$ cat config.mk
export PLATFORM = sky130hd
export DESIGN_NAME = controlUnit_flat
export DESIGN_NICKNAME = d
export VERILOG_FILES = /design/src/rtl/decodePkg.sv /design/src/rtl/ctrlIf.sv /design/src/rtl/controlUnit.sv /design/src/flat_wrapper.sv
export SDC_FILE = /design/constraint.sdc
export NUM_CORES = 1
export LEC_CHECK = 0
export BUFFER_PORTS_ARGS = -buffer_cell sky130_fd_sc_hd__buf_4
export CORE_AREA = 2 2 39 41
export DETAILED_ROUTE_END_ITERATION = 8
export DIE_AREA = 0 0 41 43
export PLACE_DENSITY = 0.52
export SLEW_MARGIN = 20
export SYNTH_ARGS = -nofsm -noshare
export SYNTH_HDL_FRONTEND = slang
export SYNTH_SLANG_ARGS = --single-unit
$ cat constraint.sdc
create_clock -name vclk -period 0.8
set_input_delay 0.08 -clock vclk [all_inputs]
set_output_delay 0.08 -clock vclk [all_outputs]
set_load 0.1 [all_outputs]
$ cat src/rtl/decodePkg.sv
//**************************************
// Shared widths, instruction field positions and control types of the decode stage.
// Imported by wildcard in every design module and reused by the testbench.
//**************************************
package decodePkg;

	localparam int dataW    = 32;           // scalar word
	localparam int vecW     = 256;          // vector word, eight 32-bit lanes
	localparam int regAddrW = 5;            // register index
	localparam int numRegs  = 2**regAddrW;  // registers per file
	localparam int instrW   = 32;           // instruction word

	typedef logic [dataW-1:0]    wordT;
	typedef logic [vecW-1:0]     vecWordT;
	typedef logic [regAddrW-1:0] regAddrT;
	typedef logic [instrW-1:0]   instrT;

	// program counter alias in the scalar file
	localparam regAddrT pcRegIdx = 5'd15;   // read returns pc plus eight

	// opcode bits, as positions in the instruction word
	localparam int vecBit  = 31;            // vector datapath
	localparam int memBit  = 30;            // memory access
	localparam int immBit  = 29;            // immediate operand
	localparam int jcBit   = 28;            // jump or compare / store
	localparam int selMsb  = 27;            // execute unit select
	localparam int selLsb  = 26;
	localparam int opcodeW = vecBit - selLsb + 1;

	// register and function fields
	localparam int rdMsb   = 25;
	localparam int rdLsb   = 21;
	localparam int rsMsb   = 20;
	localparam int rsLsb   = 16;
	localparam int rtMsb   = 15;
	localparam int rtLsb   = 11;
	localparam int funcMsb = 2;
	localparam int funcLsb = 0;

	// immediate sources inside the low 26 bits
	localparam int fieldW   = 26;           // jump offset 25..0
	localparam int imm16W   = 16;           // data and memory immediate
	localparam int shamtMsb = 10;           // shift amount 10..3
	localparam int shamtLsb = 3;

	typedef enum logic [1:0] {
		immZero16 = 2'd0,                   // 15..0 zero extended
		immSign16 = 2'd1,                   // 15..0 sign extended
		immJump26 = 2'd2,                   // 25..0 sign extended, times four
		immShamt  = 2'd3                    // 10..3 zero extended
	} immSrcT;

	typedef logic [2:0] aluOpT;             // same code as the func field
	localparam aluOpT aluAdd = 3'd0;
	localparam aluOpT aluShl = 3'd5;
	localparam aluOpT aluShr = 3'd6;

	typedef logic [1:0] instrSelT;          // execute unit selector
	localparam instrSelT selJump = 2'd3;    // with jc set, marks jump/branch

endpackage

$ cat src/rtl/ctrlIf.sv
//**************************************
// Control bundle from the decoder to the operand fetch, extender and stage top.
// Driven only by controlUnit; all other users see it read only.
//**************************************
interface ctrlIf import decodePkg::*; ();

	logic     pcSrc, regWrite, regWriteV;  // fetch redirect and register writes
	logic     memtoReg;                    // writeback takes memory data
	logic     memWrite, memSrc;            // store enable and memory select
	logic     memData, memDataV, vecData;  // store source and vector transfer
	logic     branch, aluSrc;              // conditional branch and imm operand
	instrSelT instrSel;                    // execute unit
	aluOpT    aluControl;
	logic     [1:0] regSrc;                // bit 0 reads r15, bit 1 reads rd
	immSrcT   immSrc;

	modport unit (output pcSrc, regWrite, regWriteV, memtoReg, memWrite, memSrc,
		memData, memDataV, vecData, branch, aluSrc, instrSel, aluControl,
		regSrc, immSrc);

	modport fetch (input regSrc);          // read address muxes
	modport ext (input immSrc);            // immediate extender

	modport stage (input pcSrc, regWrite, regWriteV, memtoReg, memWrite, memSrc,
		memData, memDataV, vecData, branch, aluSrc, instrSel, aluControl);

endinterface

$ cat src/rtl/controlUnit.sv
//**************************************
// Combinational main decoder. Classifies the opcode into one of five
// instruction classes and drives the whole control bundle.
//**************************************
module controlUnit import decodePkg::*; (
	input  logic [opcodeW-1:0] opcode,  // instruction bits 31..26
	input  aluOpT              func,    // instruction bits 2..0
	input  regAddrT            rd,      // destination, for the r15 redirect
	ctrlIf.unit                ctrl
);

	typedef enum logic [2:0] {
		clsData,                        // alu and shift, scalar or vector
		clsCmp,                         // compare, no write
		clsJump,                        // jump or conditional branch
		clsLoad,
		clsStore
	} classT;

	logic     v, m, i, jc;              // opcode flags
	instrSelT sel;
	classT    cls;
	logic     regWr;                    // local copy for the pc redirect

	assign v   = opcode[vecBit - selLsb];
	assign m   = opcode[memBit - selLsb];
	assign i   = opcode[immBit - selLsb];
	assign jc  = opcode[jcBit - selLsb];
	assign sel = opcode[selMsb - selLsb:0];

	always_comb begin
		if (!m && !jc)
			cls = clsData;
		else if (!m && sel != selJump)
			cls = clsCmp;
		else if (!m)
			cls = clsJump;              // jc set with sel 3
		else if (!jc)
			cls = clsLoad;
		else
			cls = clsStore;
	end

	always_comb begin
		// everything idles unless the class says otherwise
		regWr           = 1'b0;
		ctrl.pcSrc      = 1'b0;
		ctrl.regWriteV  = 1'b0;
		ctrl.memtoReg   = 1'b0;
		ctrl.memWrite   = 1'b0;
		ctrl.memSrc     = 1'b0;
		ctrl.memData    = 1'b0;
		ctrl.memDataV   = 1'b0;
		ctrl.vecData    = 1'b0;
		ctrl.branch     = 1'b0;
		ctrl.aluSrc     = 1'b0;
		ctrl.aluControl = aluAdd;
		ctrl.regSrc     = 2'b00;
		ctrl.immSrc     = immZero16;
		ctrl.instrSel   = sel;          // passed on in every class

		case (cls)
			clsData: begin
				regWr           = ~v;
				ctrl.regWriteV  = v;
				ctrl.aluControl = func;
				ctrl.aluSrc     = i;
				if (func == aluShl || func == aluShr)
					ctrl.immSrc = immShamt;  // shift amount in 10..3
			end
			clsCmp: begin
				ctrl.aluControl = func;  // flags only
				ctrl.aluSrc     = i;
			end
			clsJump: begin
				ctrl.regSrc[0]  = 1'b1;  // base is r15, i.e. pc plus eight
				ctrl.aluSrc     = 1'b1;
				ctrl.immSrc     = immJump26;
				ctrl.pcSrc      = (func == '0);  // unconditional
				ctrl.branch     = (func != '0);  // resolved in execute
			end
			clsLoad: begin
				regWr           = ~v;
				ctrl.regWriteV  = v;
				ctrl.memtoReg   = 1'b1;
				ctrl.vecData    = v;
			end
			default: begin               // clsStore
				ctrl.memWrite   = 1'b1;
				ctrl.regSrc[1]  = 1'b1;  // store data comes from rd
				ctrl.memData    = ~v;
				ctrl.memDataV   = v;
				ctrl.vecData    = v;
			end
		endcase

		if (m) begin                     // address is base plus signed offset
			ctrl.aluSrc     = i;
			ctrl.aluControl = aluAdd;
			ctrl.immSrc     = immSign16;
			ctrl.memSrc     = sel[0];
		end

		// writing r15 redirects fetch
		if (regWr && rd == pcRegIdx)
			ctrl.pcSrc = 1'b1;
		ctrl.regWrite = regWr;
	end

endmodule

$ cat src/flat_wrapper.sv
// flat-port wrapper written by rule: the top's interface ports become plain ports
module controlUnit_flat import decodePkg::*;
  (opcode, func, rd, ctrl_pcSrc, ctrl_regWrite, ctrl_regWriteV, ctrl_memtoReg, ctrl_memWrite, ctrl_memSrc, ctrl_memData, ctrl_memDataV, ctrl_vecData, ctrl_branch, ctrl_aluSrc, ctrl_instrSel, ctrl_aluControl, ctrl_regSrc, ctrl_immSrc);
  ctrlIf ctrl_i ();
  input  logic [opcodeW-1:0] opcode;
  input  aluOpT func;
  input  regAddrT rd;
  output wire logic [$bits(ctrl_i.pcSrc)-1:0] ctrl_pcSrc;
  output wire logic [$bits(ctrl_i.regWrite)-1:0] ctrl_regWrite;
  output wire logic [$bits(ctrl_i.regWriteV)-1:0] ctrl_regWriteV;
  output wire logic [$bits(ctrl_i.memtoReg)-1:0] ctrl_memtoReg;
  output wire logic [$bits(ctrl_i.memWrite)-1:0] ctrl_memWrite;
  output wire logic [$bits(ctrl_i.memSrc)-1:0] ctrl_memSrc;
  output wire logic [$bits(ctrl_i.memData)-1:0] ctrl_memData;
  output wire logic [$bits(ctrl_i.memDataV)-1:0] ctrl_memDataV;
  output wire logic [$bits(ctrl_i.vecData)-1:0] ctrl_vecData;
  output wire logic [$bits(ctrl_i.branch)-1:0] ctrl_branch;
  output wire logic [$bits(ctrl_i.aluSrc)-1:0] ctrl_aluSrc;
  output wire logic [$bits(ctrl_i.instrSel)-1:0] ctrl_instrSel;
  output wire logic [$bits(ctrl_i.aluControl)-1:0] ctrl_aluControl;
  output wire logic [$bits(ctrl_i.regSrc)-1:0] ctrl_regSrc;
  output wire logic [$bits(ctrl_i.immSrc)-1:0] ctrl_immSrc;
  assign ctrl_pcSrc = ctrl_i.pcSrc;
  assign ctrl_regWrite = ctrl_i.regWrite;
  assign ctrl_regWriteV = ctrl_i.regWriteV;
  assign ctrl_memtoReg = ctrl_i.memtoReg;
  assign ctrl_memWrite = ctrl_i.memWrite;
  assign ctrl_memSrc = ctrl_i.memSrc;
  assign ctrl_memData = ctrl_i.memData;
  assign ctrl_memDataV = ctrl_i.memDataV;
  assign ctrl_vecData = ctrl_i.vecData;
  assign ctrl_branch = ctrl_i.branch;
  assign ctrl_aluSrc = ctrl_i.aluSrc;
  assign ctrl_instrSel = ctrl_i.instrSel;
  assign ctrl_aluControl = ctrl_i.aluControl;
  assign ctrl_regSrc = ctrl_i.regSrc;
  assign ctrl_immSrc = ctrl_i.immSrc;
  controlUnit u_core (.opcode(opcode), .func(func), .rd(rd), .ctrl(ctrl_i));
endmodule
==> results.json <==
{
  "ys_seq_area_share_pct": 0,
  "wl_per_cell_um": 11.68,
  "post-route-min-period_ns": 0.9994,
  "ys_warn_count": 0,
  "antenna_found_initial": 0,
  "holdPathEnd": "ctrl_instrSel[0]",
  "slew_headroom_pct": 81.65,
  "die_x_um": 41,
  "synth_area_per_cell_um2": 6.812,
  "synth.cell_area_um2": 183.9,
  "grt_max_degree": 8,
  "crit_family": "simple AND/OR/NAND/NOR gates",
  "finalCritPeriodShare_pct": 124.9,
  "clkbuf_count": 0,
  "ir_drop_mv": 0.4530,
  "stdcell_count": 84,
  "place_inst": 81,
  "drive_gt1_share_pct": 97.06,
  "status": "finished, violations left",
  "max_freq_mhz": 1001,
  "syn_to_final_growth_pct": 402.0,
  "cp_slowest_cell": "or3_4",
  "num_vias": 345,
  "fin_nets": 84,
  "routed_wl_um": 981,
  "endpoint_kind": "output pin",
  "slowest_delay_ns": 0.40,
  "grt_overflow": 0,
  "hold_slack_ns": 0.4922,
  "hp-start": "opcode[0]",
  "numPortBuffers": 34,
  "grt_pass1_vias": 358,
  "crit_type": "input pin to output pin",
  "rows": 14,
  "drtPass1Iterations": 1,
  "p_per_area_mw_per_mm2": 906.6,
  "routabilityCongestion": 0.6131,
  "io_pins": 34,
  "worst_pin_slew_ns": 0.2776,
  "pre_cts_slack_ns": -0.3553,
  "ff_latch_area_um2": 0,
  "antenna_cells": 0,
  "drt-initial-drc-count": 0,
  "violations": "negative setup slack",
  "setup_viol": 12,
  "cp_num_buf_inv": 2,
  "core_mm2": 0.001384,
  "finalHoldViolCount": 0,
  "rsz0062_at_grt": "yes",
  "crit_chain": "buf_6 > or3_4 > o22ai_4 > buf_12",
  "worstPathArrival_ns": 0.92,
  "cap_violations": 0,
  "grt_pass1_wl_um": 1490,
  "drc": 0,
  "crit_required_ns": 0.72,
  "die_h_um": 43,
  "multi_input_area_um2": 291.5,
  "whs_path_depth": 2,
  "die_area_mm2": 0.001763,
  "track_usage_pct": 11.49,
  "hp-class": "input pin to output pin",
  "synth_nets": 41,
  "worst_slack_ns": -0.1994,
  "synth_cells": 27,
  "leakagePower_nw": 0.4114,
  "synth_cell_types": 16,
  "start_kind": "input pin",
  "ant_nets": 0,
  "fillers": 112,
  "drt-vias-per-instance": 4.107,
  "design.seq.count": 0,
  "initial_core_util_pct": 13.29,
  "slew_viol_final": 0,
  "crit_fanout": 2
}
## synth_stat cells, drive strengths merged
cell type | count | area [µm²]
o22ai | 1 | 12.51
o31ai | 1 | 7.510
and3 | 1 | 6.260
nor2 | 1 | 3.750
o21bai | 1 | 7.510
inv | 1 | 3.750
nand4b | 1 | 8.760
nand2b | 2 | 12.51
nor2b | 2 | 12.51
a31oi | 1 | 6.260
and2 | 6 | 37.54
or3 | 2 | 12.51
buf | 3 | 22.52
nand4 | 1 | 6.260
and2b | 2 | 15.01
xnor2 | 1 | 8.760
## how the worst max path moves through the flow
stage	start	to	slack, ns	depth (start not counted)
after floorplan	opcode[4]	ctrl_regSrc[0]	-0.50	2
after global placement	opcode[2]	ctrl_pcSrc	-0.35	4
after detailed placement	opcode[2]	ctrl_pcSrc	-0.36	4
after CTS	rd[4]	ctrl_pcSrc	-0.22	4
after global routing	func[2]	ctrl_pcSrc	-0.22	4
final	func[2]	ctrl_pcSrc	-0.20	4
## cells by family after synthesis
kind of cell,after synthesis,synth area share [%]
AO/OA/AOI/OAI,4,18.37
XOR/XNOR,1,4.763
AND/OR/NAND/NOR,18,62.58
buffers and inverters,4,14.28
## power by group
group	internal [mW]	leakage (nW)	switching (mW)
Clock	0	0	0
Combinational	0.341	0.411	0.497
Sequential	0	0	0
Total	0.341	0.411	0.497
## layout make-up
class	instances	share of cell area, %
inverters	1	0.6775
multi-input cells	23	31.57
well taps	16	2.168
repair buffers	44	65.58
## metrics by stage
stage / utilization (%) / instance area (µm²) / setup TNS, ns / total power [mW]
global placement: 42.59 / 589.3 / -2.717 / 0.6489
global route: 66.73 / 923.4 / -1.167 / 0.8635
CTS: 59.49 / 823.3 / -1.153 / 0.7827
finish: 66.73 / 923.4 / -0.9202 / 0.8372
floorplan: - / 287.8 / -2.301 / 0.4783
detailed placement: 42.59 / 589.3 / -2.722 / 0.6521
## what timing repair did
item | in CTS | in global routing
gates resized for setup | 58 | 15
pin swaps | 6 | 5
buffers inserted | 0 | 3
gates cloned | 0 | 0
setup endpoints to repair | 18 | 16
hold buffers | 0 | 0
## cells in the final DEF, fill, tap and decap left out
master / instances
a31oi_4: 1
and2_2: 2
and2_4: 4
and2b_2: 2
and3_4: 1
buf_12: 16
buf_4: 10
buf_6: 16
buf_8: 2
inv_4: 1
nand2b_4: 2
nand4_1: 1
nand4b_1: 1
nor2_4: 1
nor2b_4: 2
o21bai_4: 1
o22ai_4: 1
o31ai_4: 1
or3_4: 2
xnor2_4: 1
## layer usage
layer | GRT usage, % | vias up | wire length, µm
met1 | 13.29 | 149 | 280
met4 | 0 | 0 | 0
met5 | 0 | - | 0
li1 | - | 177 | -
met2 | 21.88 | 19 | 608
met3 | 1.571 | 0 | 93
(Power assumes the default switching activity.)
