--- config.mk ---
export PLATFORM = sky130hd
export DESIGN_NAME = immExtend_flat
export DESIGN_NICKNAME = d
export VERILOG_FILES = /design/src/rtl/decodePkg.sv /design/src/rtl/ctrlIf.sv /design/src/rtl/immExtend.sv /design/src/flat_wrapper.sv
export SDC_FILE = /design/constraint.sdc
export NUM_CORES = 1
export LEC_CHECK = 0
export ABC_AREA = 1
export ABC_CLOCK_PERIOD_IN_PS = 1000
export BUFFER_PORTS_ARGS = -buffer_cell sky130_fd_sc_hd__buf_4
export CORE_MARGIN = 2
export CORE_UTILIZATION = 34
export DETAILED_ROUTE_END_ITERATION = 8
export PLACE_DENSITY = 0.82
export SETUP_SLACK_MARGIN = 0.2
export SLEW_MARGIN = 30
export SYNTH_ARGS = -nofsm -noshare
export SYNTH_HDL_FRONTEND = slang
export SYNTH_SLANG_ARGS = --single-unit
export TNS_END_PERCENT = 50
--- constraint.sdc ---
create_clock -name vclk -period 1
set_input_delay 0.15 -clock vclk [all_inputs]
set_output_delay 0.15 -clock vclk [all_outputs]
set_load 0.02 [all_outputs]
--- src/rtl/decodePkg.sv ---
//**************************************
// Shared widths, instruction field positions and control types of the decode stage.
// Imported by wildcard in every design module and reused by the testbench.
//**************************************
package decodePkg;

	localparam int dataW    = 32;           // scalar word
	localparam int vecW     = 256;          // vector word, eight 32-bit lanes
	localparam int regAddrW = 5;            // register index
	localparam int numRegs  = 2**regAddrW;  // registers per file
	localparam int instrW   = 32;           // instruction word

	typedef logic [dataW-1:0]    wordT;
	typedef logic [vecW-1:0]     vecWordT;
	typedef logic [regAddrW-1:0] regAddrT;
	typedef logic [instrW-1:0]   instrT;

	// program counter alias in the scalar file
	localparam regAddrT pcRegIdx = 5'd15;   // read returns pc plus eight

	// opcode bits, as positions in the instruction word
	localparam int vecBit  = 31;            // vector datapath
	localparam int memBit  = 30;            // memory access
	localparam int immBit  = 29;            // immediate operand
	localparam int jcBit   = 28;            // jump or compare / store
	localparam int selMsb  = 27;            // execute unit select
	localparam int selLsb  = 26;
	localparam int opcodeW = vecBit - selLsb + 1;

	// register and function fields
	localparam int rdMsb   = 25;
	localparam int rdLsb   = 21;
	localparam int rsMsb   = 20;
	localparam int rsLsb   = 16;
	localparam int rtMsb   = 15;
	localparam int rtLsb   = 11;
	localparam int funcMsb = 2;
	localparam int funcLsb = 0;

	// immediate sources inside the low 26 bits
	localparam int fieldW   = 26;           // jump offset 25..0
	localparam int imm16W   = 16;           // data and memory immediate
	localparam int shamtMsb = 10;           // shift amount 10..3
	localparam int shamtLsb = 3;

	typedef enum logic [1:0] {
		immZero16 = 2'd0,                   // 15..0 zero extended
		immSign16 = 2'd1,                   // 15..0 sign extended
		immJump26 = 2'd2,                   // 25..0 sign extended, times four
		immShamt  = 2'd3                    // 10..3 zero extended
	} immSrcT;

	typedef logic [2:0] aluOpT;             // same code as the func field
	localparam aluOpT aluAdd = 3'd0;
	localparam aluOpT aluShl = 3'd5;
	localparam aluOpT aluShr = 3'd6;

	typedef logic [1:0] instrSelT;          // execute unit selector
	localparam instrSelT selJump = 2'd3;    // with jc set, marks jump/branch

endpackage

--- src/rtl/ctrlIf.sv ---
//**************************************
// Control bundle from the decoder to the operand fetch, extender and stage top.
// Driven only by controlUnit; all other users see it read only.
//**************************************
interface ctrlIf import decodePkg::*; ();

	logic     pcSrc, regWrite, regWriteV;  // fetch redirect and register writes
	logic     memtoReg;                    // writeback takes memory data
	logic     memWrite, memSrc;            // store enable and memory select
	logic     memData, memDataV, vecData;  // store source and vector transfer
	logic     branch, aluSrc;              // conditional branch and imm operand
	instrSelT instrSel;                    // execute unit
	aluOpT    aluControl;
	logic     [1:0] regSrc;                // bit 0 reads r15, bit 1 reads rd
	immSrcT   immSrc;

	modport unit (output pcSrc, regWrite, regWriteV, memtoReg, memWrite, memSrc,
		memData, memDataV, vecData, branch, aluSrc, instrSel, aluControl,
		regSrc, immSrc);

	modport fetch (input regSrc);          // read address muxes
	modport ext (input immSrc);            // immediate extender

	modport stage (input pcSrc, regWrite, regWriteV, memtoReg, memWrite, memSrc,
		memData, memDataV, vecData, branch, aluSrc, instrSel, aluControl);

endinterface

--- src/rtl/immExtend.sv ---
//**************************************
// Immediate extender. Builds the 32-bit operand from the low
// instruction bits in the mode chosen by the decoder.
//**************************************
module immExtend import decodePkg::*; (
	input  logic [fieldW-1:0] field,    // instruction bits 25..0
	ctrlIf.ext                ctrl,
	output wordT              extImm
);

	localparam int shamtW = shamtMsb - shamtLsb + 1;

	logic [imm16W-1:0] imm16;           // data and memory immediate
	logic [shamtW-1:0] shamt;

	assign imm16 = field[imm16W-1:0];
	assign shamt = field[shamtMsb:shamtLsb];

	always_comb begin
		unique case (ctrl.immSrc)
			immZero16:
				extImm = {{(dataW - imm16W){1'b0}}, imm16};
			immSign16:
				extImm = {{(dataW - imm16W){imm16[imm16W-1]}}, imm16};
			immJump26:  // word offset, byte aligned
				extImm = {{(dataW - fieldW - 2){field[fieldW-1]}}, field, 2'b00};
			immShamt:
				extImm = {{(dataW - shamtW){1'b0}}, shamt};
		endcase
	end

endmodule

--- src/flat_wrapper.sv ---
// flat-port wrapper written by rule: the top's interface ports become plain ports
module immExtend_flat import decodePkg::*;
  (field, extImm, ctrl_immSrc);
  ctrlIf ctrl_i ();
  input  logic [fieldW-1:0] field;
  output wordT extImm;
  input wire logic [$bits(ctrl_i.immSrc)-1:0] ctrl_immSrc;
  assign ctrl_i.immSrc = ctrl_immSrc;
  immExtend u_core (.field(field), .ctrl(ctrl_i), .extImm(extImm));
endmodule
==> results of run 1 <==
-- path summary, 6_finish.rpt --
path / start / end / slack [ps] / depth (start not counted)
setup / recovery: ctrl_immSrc[1] / extImm[5] / 9 / 6
hold / removal: field[13] / extImm[15] / 600 / 4
-- tightest hold or removal path, cell delays in order --
cell	delay, ps
buf_4	80
nand2_1	40
nand2_1	50
buf_4	130
-- through the flow --
stage / setup TNS, ps / total power (W)
after floorplan: 0 / 0.000325
after global placement: -978 / 0.000553
after detailed placement: -1290 / 0.000558
after CTS: 0 / 0.000637
after global routing: -15.5 / 0.000732
final: 0 / 0.000692
-- per-layer routing --
| metal | part of all wire (%) | global-route usage (%) | vias to the layer above |
|---|---|---|---|
| li1 | - | - | 417 |
| met1 | 35 | 31.3 | 407 |
| met2 | 52 | 46.1 | 73 |
| met3 | 7.1 | 0.532 | 16 |
| met4 | 6.2 | 0 | 0 |
| met5 | 0 | 0 | - |
-- power by group --
group	leakage, nW	switching (W)	total [W]	internal (W)
clock	0	0	0	0
sequential	0	0	0	0
combinational	0.648	0.000365	0.000692	0.000327
-- cells by family (layout without fill, tap and decap cells) --
| logic type | after synthesis | in the layout |
|---|---|---|
| buffers and inverters | 13 | 68 |
| and+or+nand+nor | 80 | 81 |
-- cells in the mapped netlist --
| cell type | instances | share of area (%) |
|---|---|---|
| nor2_8 | 1 | 4.2 |
| nand3_1 | 31 | 33 |
| buf_6 | 4 | 9.5 |
| buf_4 | 5 | 7.9 |
| nand3_4 | 1 | 3.7 |
| inv_6 | 1 | 1.8 |
| nand2_1 | 47 | 37 |
| buf_2 | 2 | 2.1 |
| inv_2 | 1 | 0.79 |
-- cell type report --
class	count	area [µm²]
tap	15	18.8
fill	74	145
inverter	2	32.5
multi-input combinational	81	478
timing repair buffer	66	627
-- repair_timing --
item	CTS	global route
hold buffers	0	0
gates cloned	2	0
setup endpoints to repair	32	32
pin swaps	8	3
resized for setup	29	18
setup buffers	1	0
==> impl_metrics.py, run 1 <==
metrics = {
    "place": {
        "hpwlAfterDp_um": 1380,
        "gp_congestion": 0.822,
        "dp.cells": 161,
        "place_area_um2": 932,
        "pre_cts_slack_ps": -94.0,
        "port_buffers": 60,
    },
    "drt": {
        "post-route-drc-count": 0,
        "drt-initial-drc-count": 25,
        "antenna_left": 0,
        "wl_per_cell_um": 16.3,
        "drtPass1Iterations": 4,
        "avgViaCountPerCell": 5.57,
        "vias": 913,
        "finalWirelength_um": 2670,
    },
    "yosys": {
        "synthCells": 93,
        "syn_nets": 121,
        "synth_top_family_by_area": "simple AND/OR/NAND/NOR gates",
        "synth_compound_area_share_pct": 0,
        "yosysWarnings": 0,
        "netlist_area_um2": 474,
        "synthSimpleGateAreaFrac_pct": 77.8,
        "synth_sequential_area_ratio_pct": 0,
        "muxShareOfSynthArea_pct": 0,
        "synth_fa_ha_area_share_pct": 0,
        "synthDistinctLibCells": 9,
        "synth_xor_area_share_pct": 0,
        "avgSynthCellArea_um2": 5.10,
    },
    "global_routing": {
        "antenna_found_initial": 0,
        "grt_max_degree": 18,
        "grt_pass1_wl_um": 2830,
        "gr-total-overflow": 0,
        "grt_usage_pct": 24.0,
        "grt_pass1_vias": 639,
    },
    "timing": {
        "worstMarginPinSlew_ps": 197,
        "max_freq_mhz": 1010,
        "final_max_slew_viol_count": 0,
        "hold_ws_ps": 599,
        "grt_setup_unrepaired": "true",
        "setup_viol": 0,
        "maxSlewHeadroom_pct": 86.9,
        "fin_ws_ps": 9.33,
        "fin_crit_ps": 991,
        "hold_viol_final": 0,
        "post-route-period-util_pct": 99.1,
    },
    "layout": {
        "antennaDiodeCount": 0,
        "syn2layout_area_growth_pct": 144,
        "instances_no_fill": 164,
        "nNetsFinal": 179,
        "final_cell_mix": "42 x buf_4, 40 x nand2_1, 20 x nand3_1",
        "num-clock-buffers": 0,
        "final-seq-area_um2": 0,
        "final_common_cell": "buf_4",
        "fin_util_pct": 88.8,
        "seq_cells": 0,
        "layout-drive-gt1-share_pct": 59.7,
        "finalInstanceArea_um2": 1160,
    },
    "die": {
        "num_io_pins": 60,
        "num_rows": 13,
        "design.die.area_um2": 1710,
        "coreArea_um2": 1300,
        "fp.dieW_um": 41.3,
        "initial_core_util_pct": 36.4,
        "chipHeight_um": 41.3,
    },
    "power": {
        "ir_drop_mv": 0.380,
        "p_leak_nw": 0.648,
        "p_per_area_nw_per_um2": 598,
    },
    "critical_path": {
        "worstPathArrival_ps": 840,
        "path_common_cell": "buf_12",
        "crit_type": "input pin to primary output",
        "path_cells": "buf_12 -> inv_12 -> buf_12 -> nand2_1 -> nand3_1 -> buf_6",
        "cp-start-kind": "input pin",
        "end_kind": "primary output",
        "critical_path_buf_inv_count": 4,
        "critical-path-slowest-cell": "buf_6",
        "crit_family": "buffers and inverters",
        "crit_required_ps": 850,
        "critPathMaxFanout": 10,
        "critPathMaxStageDelay_ps": 160,
    },
    "hold_path": {
        "hold_class": "input pin to primary output",
    },
    "outcome": {
        "outcome": "finished clean",
    },
    "job": {
        "maxCapViolations": 0,
    },
}
No activity file was read; power rests on OpenSTA's default activity.
==> run 2, diff against run 1 <==
==> constraint.sdc (replaced) <==
create_clock -name vclk -period 1
set_input_delay 0.15 -clock vclk [all_inputs]
set_output_delay 0.15 -clock vclk [all_outputs]
set_load 0.005 [all_outputs]
==> run 2 against run 1 <==
Effect of this change:
- flip-flop and latch count stayed put
- critical path depth decreased by 1
- global-route usage up 1.5 points
- die area stayed put
- largest cell class unchanged
- critical path type unchanged
- hold slack got worse by 27 ps
==> impl_metrics.py, run 2 (synthesis results as in run 1) <==
metrics = {
    "timing": {
        "post-route-period-util_pct": 92.9,
        "grt_setup_unrepaired": "true",
        "hold_ws_ps": 572,
        "setup_viol": 0,
        "max_freq_mhz": 1080,
        "maxSlewHeadroom_pct": 91.8,
        "hold_viol_final": 0,
        "fin_crit_ps": 929,
        "worstMarginPinSlew_ps": 122,
        "final_max_slew_viol_count": 0,
    },
    "drt": {
        "wl_per_cell_um": 15.1,
        "drtPass1Iterations": 4,
        "post-route-drc-count": 0,
        "avgViaCountPerCell": 5.24,
        "finalWirelength_um": 2540,
        "drt-initial-drc-count": 31,
        "vias": 881,
        "antenna_left": 0,
    },
    "layout": {
        "seq_cells": 0,
        "syn2layout_area_growth_pct": 133,
        "final_common_cell": "buf_4",
        "finalInstanceArea_um2": 1100,
        "instances_no_fill": 168,
        "nNetsFinal": 183,
        "final-seq-area_um2": 0,
        "final_cell_mix": "56 x buf_4, 45 x nand2_1, 23 x nand3_1",
        "num-clock-buffers": 0,
        "antennaDiodeCount": 0,
        "layout-drive-gt1-share_pct": 55.6,
        "fin_util_pct": 84.8,
    },
    "place": {
        "dp.cells": 161,
        "port_buffers": 60,
        "gp_congestion": 0.784,
        "place_area_um2": 913,
        "hpwlAfterDp_um": 1460,
    },
    "global_routing": {
        "antenna_found_initial": 0,
        "top_usage_layer": "met2",
        "grt_use_met1_pct": 34.5,
        "gr-total-overflow": 0,
        "grt_usage_pct": 25.6,
        "grtUsageMet2_pct": 46.5,
        "grt_max_degree": 18,
        "grt_pass1_wl_um": 3020,
        "grtUsageMet3_pct": 1.60,
        "grt_pass1_vias": 689,
    },
    "power": {
        "p_leak_nw": 0.634,
        "ir_drop_mv": 0.316,
        "p_total_w": 0.000539,
        "p_per_area_nw_per_um2": 489,
    },
    "die": {
        "design.die.area_um2": 1710,
        "num_io_pins": 60,
        "fp.dieW_um": 41.3,
        "coreArea_um2": 1300,
        "chipHeight_um": 41.3,
        "num_rows": 13,
        "initial_core_util_pct": 36.4,
    },
    "critical_path": {
        "path_cells": "buf_12 -> buf_12 -> nand3_1 -> nand3_1 -> buf_4",
        "critPathMaxFanout": 9,
        "critical-path-slowest-cell": "buf_4",
        "critPathMaxStageDelay_ps": 170,
        "crit_type": "input pin to primary output",
        "crit_family": "buffers and inverters",
        "end_kind": "primary output",
        "worstPathArrival_ps": 780,
        "crit_required_ps": 850,
        "critical_path_buf_inv_count": 3,
        "cp-start-kind": "input pin",
    },
    "job": {
        "maxCapViolations": 0,
    },
    "outcome": {
        "outcome": "finished clean",
    },
    "hold_path": {
        "hold_class": "input pin to primary output",
    },
}
==> run 2: changes by cell type in the layout (fill, tap and decap cells not counted) <==
cell     delta
inv_8       +1
inv_12      -1
nand2_8     -1
nand2_1     +5
buf_4      +14
buf_12      +1
nand3_1     +3
nor2_4      +1
inv_6       +3
nand2_2     -4
nand3_2     -3
buf_6      -15
==> run 2: routing by layer <==
metal / wire length (µm) / up-vias / share of wire, %
met5: 0 / - / 0
met4: 43 / 0 / 1.7
met3: 190 / 4 / 7.5
met2: 1360 / 50 / 54
met1: 941 / 398 / 37
li1: - / 429 / -
==> run 2: per-stage QoR <==
stage | setup TNS, ps | setup slack (ps)
finish | 0 | 71.3
detailed placement | -56.6 | -13.6
global placement | 0 | 14.2
floorplan | 0 | 129
global route | 0 | 70.0
CTS | 0 | 141
==> run 2: what timing repair did <==
item / 4_1_cts / 5_1_grt
endpoints found under the setup margin: 32 / 32
pin swaps: 5 / 3
hold buffers: 0 / 0
setup buffers: 1 / 0
gates cloned: 6 / 0
resized for setup: 23 / 6
==> run 2: where the power goes <==
part | switching [W] | total [W] | internal [W]
sequential | 0 | 0 | 0
clock | 0 | 0 | 0
combinational | 0.000245 | 0.000539 | 0.000294
==> run 2: cell type report <==
cell class / count / area, µm²
fillers: 89 / 198
inverters: 2 / 27.5
multi-input cells: 82 / 448
well taps: 15 / 18.8
repair buffers: 66 / 583
repair inverters: 3 / 26.3
==> run 2: path summary, 6_finish.rpt <==
check / startpoint / endpoint / slack, ps / depth (start not counted)
setup / recovery: ctrl_immSrc[1] / extImm[7] / 70 / 5
hold / removal: field[12] / extImm[14] / 570 / 4
==> run 3, diff against run 2 <==
==> constraint.sdc (replaced) <==
create_clock -name vclk -period 1
set_input_delay 0.05 -clock vclk [all_inputs]
set_output_delay 0.05 -clock vclk [all_outputs]
set_load 0.005 [all_outputs]
==> run 3 against run 2 <==
Effect of this change:
- flip-flop and latch count unchanged
- core utilization decreased by 16 points
- first-iteration DRC count is 77% lower
- critical path type unchanged
- largest cell class unchanged
==> impl_metrics.py, run 3 (synthesis results as in run 1) <==
metrics = {
    "layout": {
        "antennaDiodeCount": 0,
        "instances_no_fill": 159,
        "fin_util_pct": 68.4,
        "fill_cells": 122,
        "nNetsFinal": 174,
        "syn2layout_area_growth_pct": 87.6,
        "final_cell_mix": "60 x buf_4, 46 x nand2_1, 31 x nand3_1",
        "final_common_cell": "buf_4",
        "layout-drive-gt1-share_pct": 46.5,
        "num-clock-buffers": 0,
        "final-seq-area_um2": 0,
        "seq_cells": 0,
    },
    "place": {
        "gp_congestion": 0.820,
        "port_buffers": 60,
        "dp.cells": 158,
        "hpwlAfterDp_um": 1430,
        "pre_cts_slack_ps": 110,
    },
    "critical_path": {
        "critPathMaxStageDelay_ps": 190,
        "crit_type": "input pin to primary output",
        "crit_required_ps": 950,
        "end_kind": "primary output",
        "cp-start-kind": "input pin",
        "path_cells": "buf_4 -> inv_8 -> nand3_1 -> nand2_4 -> buf_4",
        "endpoint": "extImm[30]",
        "path_common_cell": "buf_4",
        "worstPathArrival_ps": 700,
        "critPathMaxFanout": 17,
        "crit_start": "ctrl_immSrc[0]",
        "critical-path-slowest-cell": "buf_4",
    },
    "timing": {
        "worstMarginPinSlew_ps": 221,
        "maxSlewHeadroom_pct": 85.3,
        "post-route-period-util_pct": 74.8,
        "max_freq_mhz": 1340,
        "fin_ws_ps": 252,
        "fin_tns_setup_ps": 0,
        "setup_viol": 0,
        "fin_crit_ps": 748,
        "grt_setup_unrepaired": "false",
        "hold_viol_final": 0,
        "final_max_slew_viol_count": 0,
    },
    "drt": {
        "vias": 808,
        "avgViaCountPerCell": 5.08,
        "wl_per_cell_um": 11.1,
        "post-route-drc-count": 0,
        "antenna_left": 0,
        "drtPass1Iterations": 4,
        "finalWirelength_um": 1760,
        "drt-initial-drc-count": 7,
    },
    "clock_tree": {
        "ctsHoldBuffers": 0,
    },
    "die": {
        "coreArea_um2": 1300,
        "num_io_pins": 60,
        "design.die.area_um2": 1710,
        "fp.dieW_um": 41.3,
        "chipHeight_um": 41.3,
        "initial_core_util_pct": 36.4,
        "num_rows": 13,
    },
    "global_routing": {
        "gr-total-overflow": 0,
        "grt_use_met1_pct": 26.6,
        "grt_pass1_wl_um": 2290,
        "grtUsageMet2_pct": 33.2,
        "antenna_found_initial": 0,
        "grt_max_degree": 23,
        "top_usage_layer": "met2",
        "grtUsageMet3_pct": 1.06,
        "grt_usage_pct": 18.8,
        "grt_pass1_vias": 591,
    },
    "power": {
        "ir_drop_mv": 0.292,
        "p_leak_nw": 0.554,
        "p_per_area_nw_per_um2": 474,
    },
    "job": {
        "maxCapViolations": 0,
    },
    "hold_path": {
        "hold_class": "input pin to primary output",
    },
    "outcome": {
        "outcome": "finished clean",
    },
}
-- run 3: cell count changes in the layout (fill, tap and decap cells not counted), sizes merged --
cell / change
buf: -5
inv: -3
nor2: -1
-- run 3: layout make-up --
type,instances,area [µm²],share of cell area [%]
multi-input cells,81,387,43.5
inverters,2,22.5,2.53
repair buffers,61,462,51.9
well taps,15,18.8,2.11
-- run 3: metal layers --
| metal | vias to the layer above | routed length (µm) |
|---|---|---|
| met5 | - | 0 |
| met4 | 0 | 0 |
| met3 | 0 | 135 |
| met2 | 39 | 876 |
| met1 | 361 | 747 |
| li1 | 408 | - |
-- run 3: worst min-delay path by stage --
stage	startpoint	end	slack, ps	depth (start not counted)
after global routing	field[0]	extImm[0]	390	4
final	field[12]	extImm[14]	370	4
after detailed placement	field[12]	extImm[14]	370	4
after floorplan	field[8]	extImm[10]	190	2
after global placement	field[13]	extImm[15]	370	4
after CTS	field[12]	extImm[14]	380	4
-- run 3: per-stage QoR --
step           hold slack (ps)  power [W]  cell area, µm²
2_1_floorplan              191   0.000183             474
3_3_place_gp               370   0.000405             858
3_5_place_dp               375   0.000409             858
4_1_cts                    375   0.000415             866
5_1_grt                    390   0.000463             890
6_report                   372   0.000421             890
-- run 3: worst max-delay path: cells and delay by family --
kind / cells / cell delay [ps]
and+or+nand+nor: 2 / 230
buffers and inverters: 3 / 420
-- run 3: power by group --
part | internal [W] | switching (W) | leakage (nW)
sequential | 0 | 0 | 0
combinational | 0.000235 | 0.000187 | 0.554
clock | 0 | 0 | 0
total | 0.000235 | 0.000187 | 0.554
-- run 3: timing repair --
| action | in CTS | in global routing |
|---|---|---|
| setup endpoints to repair | 8 | 19 |
| pin swaps | 1 | 1 |
| setup buffers | 0 | 0 |
| cloned | 0 | 1 |
| resized for setup | 3 | 4 |
